==> src/mem_init.hex <==
// One 32-bit word per line in hex, word addresses 0 to 15
00000013
8badf00d
12345678
fedcba98
0000ff80
7fff8000
a5a55a5a
00000001
deadbeef
cafe7f7f
80000080
13579bdf
ffffffff
0f0f00f0
69c3e4a1
2468ace0
==> src/verilog/cpu_mem_pkg.sv <==
package cpu_mem_pkg;

    localparam int    DATA_W        = 32;              // Data and address bus width
    localparam int    MEM_WORDS     = 16;              // Memory depth in words
    localparam int    MEM_LATENCY   = 3;               // Busy cycles per request
    localparam string MEM_INIT_FILE = "/design/src/mem_init.hex";  // Program and load data image

    // Handler sequence for one instruction slot
    typedef enum logic [1:0] {
        FETCH  = 2'd0,  // Request the instruction word
        F_WAIT = 2'd1,  // Wait for the fetch to finish
        DATA   = 2'd2,  // Decide on load, store or nothing
        D_WAIT = 2'd3   // Wait for the data access
    } state_t;

    // Memory operation codes from the control unit
    typedef enum logic [3:0] {
        MOP_NONE = 4'd0,
        MOP_LB   = 4'd1,  // Load byte, sign extended
        MOP_LH   = 4'd2,  // Load halfword, sign extended
        MOP_LW   = 4'd3,  // Load word
        MOP_LBU  = 4'd4,  // Load byte, zero extended
        MOP_LHU  = 4'd5,  // Load halfword, zero extended
        MOP_SB   = 4'd6,  // Store byte
        MOP_SH   = 4'd7,  // Store halfword
        MOP_SW   = 4'd8   // Store word
    } mem_op_t;

    // Request type seen by the memory
    typedef enum logic [1:0] {
        RWI_IDLE  = 2'b00,
        RWI_STORE = 2'b01,
        RWI_LOAD  = 2'b10,
        RWI_FETCH = 2'b11
    } rwi_t;

endpackage

==> src/verilog/cpu_memory_handler.sv <==
module cpu_memory_handler (
    input  logic                           clk,
    input  logic                           nrst,
    input  logic                           busy,          // Memory busy level
    input  cpu_mem_pkg::mem_op_t           mem_op,        // Load/store type
    input  logic                           mem_write,     // Store request in DATA
    input  logic                           mem_read,      // Load request in DATA
    input  logic                           mem_source,    // 1 stores FPU data, 0 register data
    input  logic [cpu_mem_pkg::DATA_W-1:0] alu_address,   // Data address from the ALU
    input  logic [cpu_mem_pkg::DATA_W-1:0] fpu_data,
    input  logic [cpu_mem_pkg::DATA_W-1:0] reg_data,
    input  logic [cpu_mem_pkg::DATA_W-1:0] ext_data,      // Word returned by the memory
    output logic [cpu_mem_pkg::DATA_W-1:0] write_data,    // Formatted store word
    output logic [cpu_mem_pkg::DATA_W-1:0] data_address,  // Latched load/store address
    output logic [cpu_mem_pkg::DATA_W-1:0] data_to_reg,   // Extended load result
    output logic                           freeze,        // Stalls the rest of the CPU
    output logic                           reg_write,     // Load result strobe
    output logic                           instr_valid,   // Fetched word present on ext_data
    output logic                           addr_control,  // 1 selects pc, 0 the data address
    output cpu_mem_pkg::rwi_t              rwi,
    output cpu_mem_pkg::state_t            state
);
    import cpu_mem_pkg::*;

    state_t                state_n;
    logic                  prev_busy;   // Busy from the previous cycle
    logic                  busy_edge;   // Memory just finished
    rwi_t                  req_q;       // Data request held through D_WAIT
    mem_op_t               op_q;        // Load type kept for the result
    logic                  load_done;   // Last cycle of a load
    logic [DATA_W-1:0]     src_data;
    logic [DATA_W-1:0]     store_data;
    logic [DATA_W-1:0]     load_data;

    always_ff @(posedge clk) begin
        if (!nrst) begin
            prev_busy <= 1'b0;
        end else begin
            prev_busy <= busy;
        end
    end

    assign busy_edge = ~busy & prev_busy;  // Falling edge of busy

    always_ff @(posedge clk) begin
        if (!nrst) begin
            state <= FETCH;
            req_q <= RWI_IDLE;
        end else begin
            state <= state_n;
            if (state == DATA) begin
                req_q <= rwi;  // Keep driving the same request while waiting
            end
        end
    end

    always_comb begin
        state_n      = state;
        rwi          = RWI_IDLE;
        freeze       = 1'b1;  // Frozen everywhere except FETCH
        addr_control = 1'b0;
        case (state)
            FETCH: begin
                rwi          = RWI_FETCH;
                freeze       = 1'b0;
                addr_control = 1'b1;
                state_n      = F_WAIT;
            end
            F_WAIT: begin
                rwi          = RWI_FETCH;
                addr_control = 1'b1;
                if (busy_edge) begin
                    state_n = DATA;
                end
            end
            DATA: begin
                if (mem_write) begin
                    rwi     = RWI_STORE;
                    state_n = D_WAIT;
                end else if (mem_read) begin
                    rwi     = RWI_LOAD;
                    state_n = D_WAIT;
                end else begin
                    state_n = FETCH;  // No data access in this slot
                end
            end
            D_WAIT: begin
                rwi = req_q;
                if (busy_edge) begin
                    state_n = FETCH;
                end
            end
            default: state_n = FETCH;
        endcase
    end

    assign instr_valid = (state == F_WAIT) & busy_edge;
    assign load_done   = (state == D_WAIT) & busy_edge & (req_q == RWI_LOAD);

    assign src_data = mem_source ? fpu_data : reg_data;

    // Store data is zero extended, the memory writes whole words
    always_comb begin
        case (mem_op)
            MOP_SB:  store_data = {24'b0, src_data[7:0]};
            MOP_SH:  store_data = {16'b0, src_data[15:0]};
            MOP_SW:  store_data = src_data;
            default: store_data = '0;  // Invalid store op
        endcase
    end

    always_comb begin
        case (op_q)
            MOP_LB:  load_data = {{24{ext_data[7]}}, ext_data[7:0]};
            MOP_LH:  load_data = {{16{ext_data[15]}}, ext_data[15:0]};
            MOP_LW:  load_data = ext_data;
            MOP_LBU: load_data = {24'b0, ext_data[7:0]};
            MOP_LHU: load_data = {16'b0, ext_data[15:0]};
            default: load_data = '0;  // Invalid load op
        endcase
    end

    // Address and store word stay put while the memory is busy
    always_ff @(posedge clk) begin
        if (state == DATA) begin
            data_address <= alu_address;
            op_q         <= mem_op;
            if (mem_write) begin
                write_data <= store_data;
            end
        end
    end

    always_ff @(posedge clk) begin
        if (!nrst) begin
            reg_write   <= 1'b0;
            data_to_reg <= '0;
        end else begin
            reg_write <= load_done;  // One cycle after busy falls
            if (load_done) begin
                data_to_reg <= load_data;
            end
        end
    end

    // CPU runs only while the memory is free for the next fetch
    a_freeze_fetch: assert property (@(posedge clk) disable iff (!nrst)
        !freeze |-> !busy)
        else $error("freeze low while the memory is busy");

    // No load strobe anywhere in the window of a store access
    a_no_store_write: assert property (@(posedge clk) disable iff (!nrst)
        (state == DATA && mem_write) |=> !reg_write [*MEM_LATENCY + 3])
        else $error("reg_write after a store request");

endmodule

==> src/verilog/fetch_unit.sv <==
module fetch_unit (
    input  logic                           clk,
    input  logic                           nrst,
    input  logic                           instr_valid,   // Fetched word on ext_data
    input  logic                           addr_control,  // 1 selects pc
    input  logic [cpu_mem_pkg::DATA_W-1:0] ext_data,      // Word from memory
    input  logic [cpu_mem_pkg::DATA_W-1:0] data_address,  // Load/store address from handler
    output logic [cpu_mem_pkg::DATA_W-1:0] pc,
    output logic [cpu_mem_pkg::DATA_W-1:0] instr,         // Last fetched instruction
    output logic [cpu_mem_pkg::DATA_W-1:0] ext_address    // Address to memory
);
    import cpu_mem_pkg::*;

    logic              advance;  // instr_valid one cycle late
    logic [DATA_W-1:0] pc_next;

    // Wrap inside the memory so every word gets fetched in turn
    assign pc_next = (pc + 32'd4) & DATA_W'(MEM_WORDS * 4 - 1);

    always_ff @(posedge clk) begin
        if (!nrst) begin
            pc      <= '0;
            advance <= 1'b0;
        end else begin
            advance <= instr_valid;
            if (advance) begin
                pc <= pc_next;  // Step after the instruction is held
            end
        end
    end

    always_ff @(posedge clk) begin
        if (instr_valid) begin
            instr <= ext_data;  // Capture on the busy falling edge cycle
        end
    end

    // Fetch states use pc, data states the latched address
    assign ext_address = addr_control ? pc : data_address;

    a_pc_aligned: assert property (@(posedge clk) disable iff (!nrst)
        pc[1:0] == 2'b00)
        else $error("pc not word aligned: %h", pc);

endmodule

==> src/verilog/ext_memory.sv <==
module ext_memory (
    input  logic                           clk,
    input  logic                           nrst,
    input  cpu_mem_pkg::rwi_t              rwi,          // Request level from handler
    input  logic [cpu_mem_pkg::DATA_W-1:0] ext_address,
    input  logic [cpu_mem_pkg::DATA_W-1:0] write_data,
    output logic                           busy,         // High while an access runs
    output logic [cpu_mem_pkg::DATA_W-1:0] ext_data      // Result of last fetch or load
);
    import cpu_mem_pkg::*;

    typedef enum logic [1:0] {
        IDLE = 2'd0,  // Waiting for a request
        BUSY = 2'd1,  // Access in progress
        DONE = 2'd2   // Ignores the lingering request
    } mem_state_t;

    typedef logic [$clog2(MEM_LATENCY + 1)-1:0] lat_cnt_t;

    mem_state_t                     mstate;
    lat_cnt_t                       cnt;       // Busy cycles left minus one
    logic                           pending;   // Request seen on the last edge
    logic                           start;
    logic                           finish;
    rwi_t                           req_rwi;
    logic [$clog2(MEM_WORDS)-1:0]   req_word;  // Word index of the access
    logic [DATA_W-1:0]              req_data;
    logic [DATA_W-1:0]              mem [0:MEM_WORDS-1];

    initial begin
        $readmemh(MEM_INIT_FILE, mem);
    end

    // Request is taken on its second edge, once address and data are settled
    assign start  = (mstate == IDLE) & pending & (rwi != RWI_IDLE);
    assign finish = (mstate == BUSY) & (cnt == '0);
    assign busy   = (mstate == BUSY);

    always_ff @(posedge clk) begin
        if (!nrst) begin
            mstate  <= IDLE;
            cnt     <= '0;
            pending <= 1'b0;
        end else begin
            case (mstate)
                IDLE: begin
                    if (start) begin
                        mstate  <= BUSY;
                        cnt     <= lat_cnt_t'(MEM_LATENCY - 1);
                        pending <= 1'b0;
                    end else begin
                        pending <= (rwi != RWI_IDLE);
                    end
                end
                BUSY: begin
                    if (cnt == '0) begin
                        mstate <= DONE;
                    end else begin
                        cnt <= cnt - 1'b1;
                    end
                end
                DONE:    mstate <= IDLE;  // One dead cycle after busy falls
                default: mstate <= IDLE;
            endcase
        end
    end

    always_ff @(posedge clk) begin
        if (start) begin
            req_rwi  <= rwi;
            req_word <= ext_address[$clog2(MEM_WORDS)+1:2];
            req_data <= write_data;
        end
        if (finish) begin
            if (req_rwi == RWI_STORE) begin
                mem[req_word] <= req_data;  // Full word write
            end else begin
                ext_data <= mem[req_word];  // Fetch or load, held until next read
            end
        end
    end

    a_busy_len: assert property (@(posedge clk) disable iff (!nrst)
        $rose(busy) |-> ##MEM_LATENCY !busy)
        else $error("busy held longer than %0d cycles", MEM_LATENCY);

endmodule

==> src/verilog/cpu_mem_top.sv <==
module cpu_mem_top (
    input  logic                           clk,
    input  logic                           nrst,
    input  logic                           mem_write,    // Store in this slot
    input  logic                           mem_read,     // Load in this slot
    input  logic                           mem_source,   // 1 stores FPU data
    input  cpu_mem_pkg::mem_op_t           mem_op,
    input  logic [cpu_mem_pkg::DATA_W-1:0] alu_address,
    input  logic [cpu_mem_pkg::DATA_W-1:0] fpu_data,
    input  logic [cpu_mem_pkg::DATA_W-1:0] reg_data,
    output logic [cpu_mem_pkg::DATA_W-1:0] data_to_reg,
    output logic [cpu_mem_pkg::DATA_W-1:0] pc,
    output logic [cpu_mem_pkg::DATA_W-1:0] instr,
    output logic                           reg_write,
    output logic                           instr_valid,
    output logic                           freeze,
    output cpu_mem_pkg::rwi_t              rwi,
    output cpu_mem_pkg::state_t            state
);
    import cpu_mem_pkg::*;

    logic              busy;          // Memory busy level
    logic              addr_control;  // Address mux select
    logic [DATA_W-1:0] ext_data;      // Memory read word
    logic [DATA_W-1:0] ext_address;   // Muxed memory address
    logic [DATA_W-1:0] write_data;    // Store word to memory
    logic [DATA_W-1:0] data_address;  // Latched data address

    cpu_memory_handler u_handler (
        .clk          (clk),
        .nrst         (nrst),
        .busy         (busy),
        .mem_op       (mem_op),
        .mem_write    (mem_write),
        .mem_read     (mem_read),
        .mem_source   (mem_source),
        .alu_address  (alu_address),
        .fpu_data     (fpu_data),
        .reg_data     (reg_data),
        .ext_data     (ext_data),
        .write_data   (write_data),
        .data_address (data_address),
        .data_to_reg  (data_to_reg),
        .freeze       (freeze),
        .reg_write    (reg_write),
        .instr_valid  (instr_valid),
        .addr_control (addr_control),
        .rwi          (rwi),
        .state        (state)
    );

    fetch_unit u_fetch (
        .clk          (clk),
        .nrst         (nrst),
        .instr_valid  (instr_valid),
        .addr_control (addr_control),
        .ext_data     (ext_data),
        .data_address (data_address),
        .pc           (pc),
        .instr        (instr),
        .ext_address  (ext_address)
    );

    ext_memory u_memory (
        .clk         (clk),
        .nrst        (nrst),
        .rwi         (rwi),
        .ext_address (ext_address),
        .write_data  (write_data),
        .busy        (busy),
        .ext_data    (ext_data)
    );

endmodule

==> config.mk <==
export PLATFORM = sky130hd
export DESIGN_NAME = cpu_mem_top
export DESIGN_NICKNAME = d
export VERILOG_FILES = /design/src/verilog/cpu_mem_pkg.sv /design/src/verilog/cpu_memory_handler.sv /design/src/verilog/fetch_unit.sv /design/src/verilog/ext_memory.sv /design/src/verilog/cpu_mem_top.sv
export SDC_FILE = /design/constraint.sdc
export NUM_CORES = 1
export LEC_CHECK = 0
export BUFFER_PORTS_ARGS = -buffer_cell sky130_fd_sc_hd__buf_2
export CAP_MARGIN = 10
export CORE_ASPECT_RATIO = 1.2
export CORE_UTILIZATION = 40
export DETAILED_ROUTE_END_ITERATION = 6
export GPL_TIMING_DRIVEN = 0
export PLACE_DENSITY = 0.66
export SLEW_MARGIN = 20
export SYNTH_ARGS = -nofsm -noshare
export SYNTH_HDL_FRONTEND = slang
export SYNTH_SLANG_ARGS = --single-unit
export TNS_END_PERCENT = 100
==> constraint.sdc <==
create_clock -name clk -period 4.4 [get_ports clk]
set_input_delay 0.44 -clock clk [delete_from_list [all_inputs] [get_ports clk]]
set_output_delay 0.44 -clock clk [all_outputs]
set_load 0.005 [all_outputs]
## After elaboration in Yosys (flattened, before gate mapping)

Memory sizes are Yosys's and may differ from the RTL's. A register that Yosys moved wholly into a read port is not among the register bits.
Cells that the tools add are included.

| word-level totals | value |
|---|---|
| input port bits | 105 |
| memories kept | 1 |
| output and inout port bits | 103 |
| memory bits (writable) | 512 |
| word-level logic and storage cells | 83 |
| register bits | 162 |

Memories:

| memory | depth | bits a word | read ports | clocked after memory_dff | write ports | line | source |
|---|---|---|---|---|---|---|---|
| u_memory.mem | 16 | 32 | 1 | 1 | 1 | ext_memory.sv:28 | `logic [DATA_W-1:0] mem [0:MEM_WORDS-1];` |

| cells by class | value |
|---|---|
| reduce and logical (&&, ||, !) cells | 11 |
| muxes and demuxes | 24 |
| bitwise operators | 9 |
| equality and inequality tests | 19 |
| add/subtract/negate cells | 2 |

Operator list:

| cell | count |
|---|---|
| one-hot mux 32 bit (5 select lines) | 1 |
| one-hot mux 32 bit (3 select lines) | 1 |
| 2-to-1 mux 32 bit | 1 |
| 2-to-1 mux 2 bit | 10 |
| equality test 4 x 3 -> 1 bit (second input constant) | 4 |
| equality test 4 x 2 -> 1 bit (second input constant) | 2 |
| != test 2 x 1 -> 1 bit (second input constant) | 4 |
| one-hot mux 2 bit (2 select lines) | 2 |
| one-hot mux 2 bit (4 select lines) | 1 |
| AND reduction 2 bit | 4 |
| bitwise AND 1 bit | 7 |
| adder 6 x 3 -> 6 bit (second input constant) | 1 |
| equality test 2 x 1 -> 1 bit (second input constant) | 3 |
| equality test 2 bit (second input constant) | 3 |
| logical NOT 2 bit | 3 |
| 2-to-1 mux 1 bit | 6 |
| 2-to-1 mux 6 bit | 1 |
| one-hot mux 2 bit (3 select lines) | 1 |
| equality test 4 x 1 -> 1 bit (second input constant) | 1 |
| equality test 4 bit (second input constant) | 1 |
| nonzero test 2 bit | 2 |
| AND reduction 3 bit | 1 |
| != test 2 bit (second input constant) | 1 |
| inverter 1 bit | 2 |
| other kinds (2) | 2 |

## Logic depth before layout (Yosys ltp)

| depth | value |
|---|---|
| depth in word-level cells | 7 |
| mapped depth | 8 |
| mapped depth without buffers | 6 |

## Hierarchy

From an unflattened synthesis, not the netlist that was laid out.

| second synthesis, totals | value |
|---|---|
| cell total of the unflattened synthesis | 1,347 |
| area total of the unflattened synthesis | 27,476.4 um2 |

By module, submodules not included:

| module | area an instance (um2) | cells an instance | sequential area each (um2) | times used |
|---|---|---|---|---|
| ext_memory | 21,599.5 | 908 | 17,576.9 | 1 |
| cpu_memory_handler | 4,251.6 | 324 | 2,802.7 | 1 |
| fetch_unit | 1,625.3 | 115 | 1,061.0 | 1 |

## Worst setup path after synthesis

Ideal clock, no wire load.

| timing | value |
|---|---|
| path type | reg2reg |
| start | register u_memory.req_word[1] |
| end | memory u_memory.mem[3][0] (enable) |
| stages on the path, launching flop included | 6 |
| buffers on the path | 3 |
| path slack | 0.549 ns |
| period minus slack after synthesis | 3.851 ns |
| data required time | 3.939 ns |
| library setup time | 0.461 ns |
| data arrival time | 3.391 ns |
| path through | edfxtp_1 > clkbuf_1 > buf_2 > buf_1 > nand3_1 > nor3_1 |

RTL lines:

| item | line | source |
|---|---|---|
| start: declaration | ext_memory.sv:26 | `logic [$clog2(MEM_WORDS)-1:0] req_word;` |
| start signal: assignment | ext_memory.sv:71 | `req_word <= ext_address[$clog2(MEM_WORDS)+1:2];` |
| end: declaration | ext_memory.sv:28 |  |

No word-level cell before the write port.

## Worst setup path after layout

| timing | value |
|---|---|
| start | register u_memory.req_word[1] |
| end | memory u_memory.mem[2][8] (enable) |

No word-level cell before the write port.

==> flow_summary.json <==
{
  "use_met2_pct": 31.6,
  "hold_viol": 0,
  "antenna_found_initial": 0,
  "p_clk_share_pct": 37.1,
  "pre_cts_slack_ns": 0.890,
  "p_int_mw": 11.0,
  "combPwrFrac_pct": 8.4,
  "criticalPathCategory": "reg -> reg",
  "grt_pass1_vias": 13494,
  "ys_seq_elements": 702,
  "clk_latency_ns": 0.63,
  "min_period_ns": 3.55,
  "fill_cells": 5232,
  "die-height_um": 283,
  "regMostFlops": "u_memory.mem",
  "synth_edf_count": 654,
  "vias_per_cell": 5.29,
  "synthArstFlopShare_pct": 0,
  "r2r-start": "u_memory.req_word[1]$_DFFE_PP_",
  "port_buffers": 150,
  "die_w_um": 236,
  "ys_top_cells_by_area": "edfxtp_1 (74%), mux4_2 (11%), dfxtp_1 (3.6%), a22oi_1 (1.8%), mux2i_1 (1.3%)",
  "met3_usage_pct": 2.84,
  "fin_ws_ns": 0.848,
  "worstMarginPinSlew_ns": 0.978,
  "final_nets": 1663,
  "ys.flop_type": "edfxtp_1",
  "clock_path_buffers": 3,
  "top_level_ports": 208,
  "avgSynthCellArea_um2": 20.8,
  "clk_pin_slew_ns": 0.07,
  "cts_tree": "built",
  "syn_inst": 1271,
  "wire_per_inst_um": 24.0,
  "initial_core_util_pct": 40.7,
  "cp_data_arrival_time_ns": 3.88,
  "min_path_type": "in -> reg",
  "maxCapViolations": 0,
  "cts_sinks": 702,
  "core_um2": 64800,
  "grt_max_degree": 40,
  "gp_congestion": 0.783,
  "fmax_mhz": 282,
  "power_switching_mw": 3.20,
  "diodes": 0,
  "finalMaxSlewViolations": 0,
  "power_density_nw_per_um2": 457,
  "post_cts_resize_count": 0,
  "drc_errors": 0,
  "dr.pass1.iters": 5,
  "switching_share_pct": 22.5,
  "grt_remaining_overflow": 0,
  "ys_warn_count": 0,
  "power.static_leakage_nw": 10.3,
  "max_slew_margin_pct": 34.8,
  "drt_wl_total_um": 58600,
  "grt_pass1_wl_um": 87200,
  "cts_max_level": 2,
  "cts_root_buffer": "clkbuf_16",
  "min_period_over_period_pct": 80.7,
  "worstPathRequired_ns": 4.73,
  "critPathMaxFanout": 10,
  "synthMostInstantiatedCell": "edfxtp_1",
  "fin_skew_ns": 0.0228,
  "synth_largest_area_cell": "edfxtp_1",
  "rsz0062_at_grt": "no",
  "vias": 12920,
  "pwr-share-seq_pct": 54.4,
  "grt_use_total_pct": 17.6,
  "drtIter0Drc": 1068,
  "dpl.hpwl_um": 40500,
  "ant_nets": 0,
  "area_growth_pct": 17.9,
  "cp-start-kind": "flop",
  "crit_start": "u_memory.req_word[1]$_DFFE_PP_",
  "synth-seq-area-share_pct": 78.1,
  "largest_register_ffs": 512,
  "rows": 102,
  "synth_commonest_cells": "edfxtp_1 (654), mux4_2 (128), a22oi_1 (64)",
  "numCtsBuffers": 61,
  "grt_use_met1_pct": 21.9,
  "dpl-instance-area_um2": 29100,
  "yosysTopAreaCellShare_pct": 74.5,
  "synth_area_um2": 26400,
  "drive_gt1_share_pct": 31.6,
  "setup_viol": 0,
  "cp-end-kind": "flop",
  "ir_worst_vdd_uv": 346,
  "yosysUniqueCellTypes": 49,
  "final_cell_area_um2": 31100,
  "busiest_layer": "met2",
  "min_from": "mem_op[2]",
  "die_area_um2": 67000,
  "outcome": "complete, no violations"
}
## timing repair
item                      CTS  global route
hold buffers                4             0
setup buffers               0             0
hold endpoints to repair    4             0
## routing by layer
metal | up-vias | wire length, um
met5 | - | 0
met4 | 0 | 1290
met3 | 99 | 3150
met2 | 464 | 31000
met1 | 6653 | 23200
li1 | 5704 | -
## cells by family after synthesis
group                    Yosys count  share of synthesized area, %
AO/OA/AOI/OAI                    134                          4.16
AND/OR/NAND/NOR                  165                          3.05
other                              1                        0.0142
buffers and inverters             97                          2.05
adder cells (fa/ha/maj)            2                        0.0949
XOR/XNOR                           3                        0.0996
flip-flops                       702                          78.1
multiplexers                     167                          12.4
## stage by stage
| stage | util, % | power (mW) | setup TNS [ns] | instances | hold slack (ns) |
|---|---|---|---|---|---|
| floorplan | - | 8.57 | 0 | 1298 | 0.400 |
| global placement | 43.6 | 9.01 | -586.22 | 2280 | 0.403 |
| detailed placement | 44.9 | 9.09 | 0 | 2321 | 0.405 |
| CTS | 48.0 | 14.3 | 0 | 2441 | 0.0124 |
| global route | 48.0 | 14.7 | 0 | 2441 | 0.0262 |
| finish | 48.0 | 14.2 | 0 | 2441 | 0.0568 |
## critical path, cell delays in order, from the launching register on
cell and delay (ns):
edfxtp_1 0.46, clkbuf_1 0.23, buf_2 0.27, buf_1 0.68, nand3b_1 0.50, nor3_2 0.61
buf_4 0.28, buf_4 0.21
## final timing paths
| check | end | slack (ns) | cells past startpoint |
|---|---|---|---|
| max | u_memory.mem[2][8]$_DFFE_PP_ | 0.85 | 7 |
| min | u_handler.op_q[2]$_DFFE_PN_ | 0.06 | 1 |
| max reg2reg | u_memory.mem[2][8]$_DFFE_PP_ | 0.85 | 7 |
| min reg2reg | u_memory.req_data[24]$_DFFE_PP_ | 0.41 | 0 |
## layout by cell type, fill, tap and decap left out, types with 3 or more instances in the layout
master,instances
buf_4,47
bufinv_16,5
mux4_2,128
conb_1,28
dfxtp_1,48
clkinv_2,13
dlygate4sd3_1,4
nor2_4,13
edfxtp_1,654
nor3_2,4
nor2_1,40
a22oi_1,64
nand2_1,49
buf_2,168
clkinv_1,11
and2_1,6
o2bb2ai_2,20
clkbuf_1,57
buf_6,4
nor3_1,3
mux2_1,4
a21oi_1,25
mux2i_1,35
buf_1,3
buf_16,14
o2bb2ai_1,4
nor2b_1,7
nand3b_1,6
clkbuf_16,63
buf_12,9
nand3_1,12
nand2b_1,6
o21a_1,4
a21boi_1,11
## cell type report
type                            count  area (um2)  area share, %
Sequential cell                   702       20600           66.2
Multi-Input combinational cell    499        5470           17.6
Clock buffer                       82        1670           5.36
Timing Repair Buffer              195        1470           4.74
Tap cell                          832        1040           3.35
Buffer                             95         537           1.73
Clock inverter                     34         298          0.958
Inverter                            2        7.51         0.0241
## power groups by stage
| stage | registers [mW] | logic, mW | clock network (mW) |
|---|---|---|---|
| after floorplan | 7.81 | 0.768 | 0 |
| after detailed placement | 7.88 | 1.21 | 0 |
| final | 7.74 | 1.19 | 5.28 |
| after global routing | 7.76 | 1.29 | 5.61 |
| after global placement | 7.87 | 1.15 | 0 |
| after CTS | 7.74 | 1.22 | 5.38 |
(Power assumes the default switching activity.)
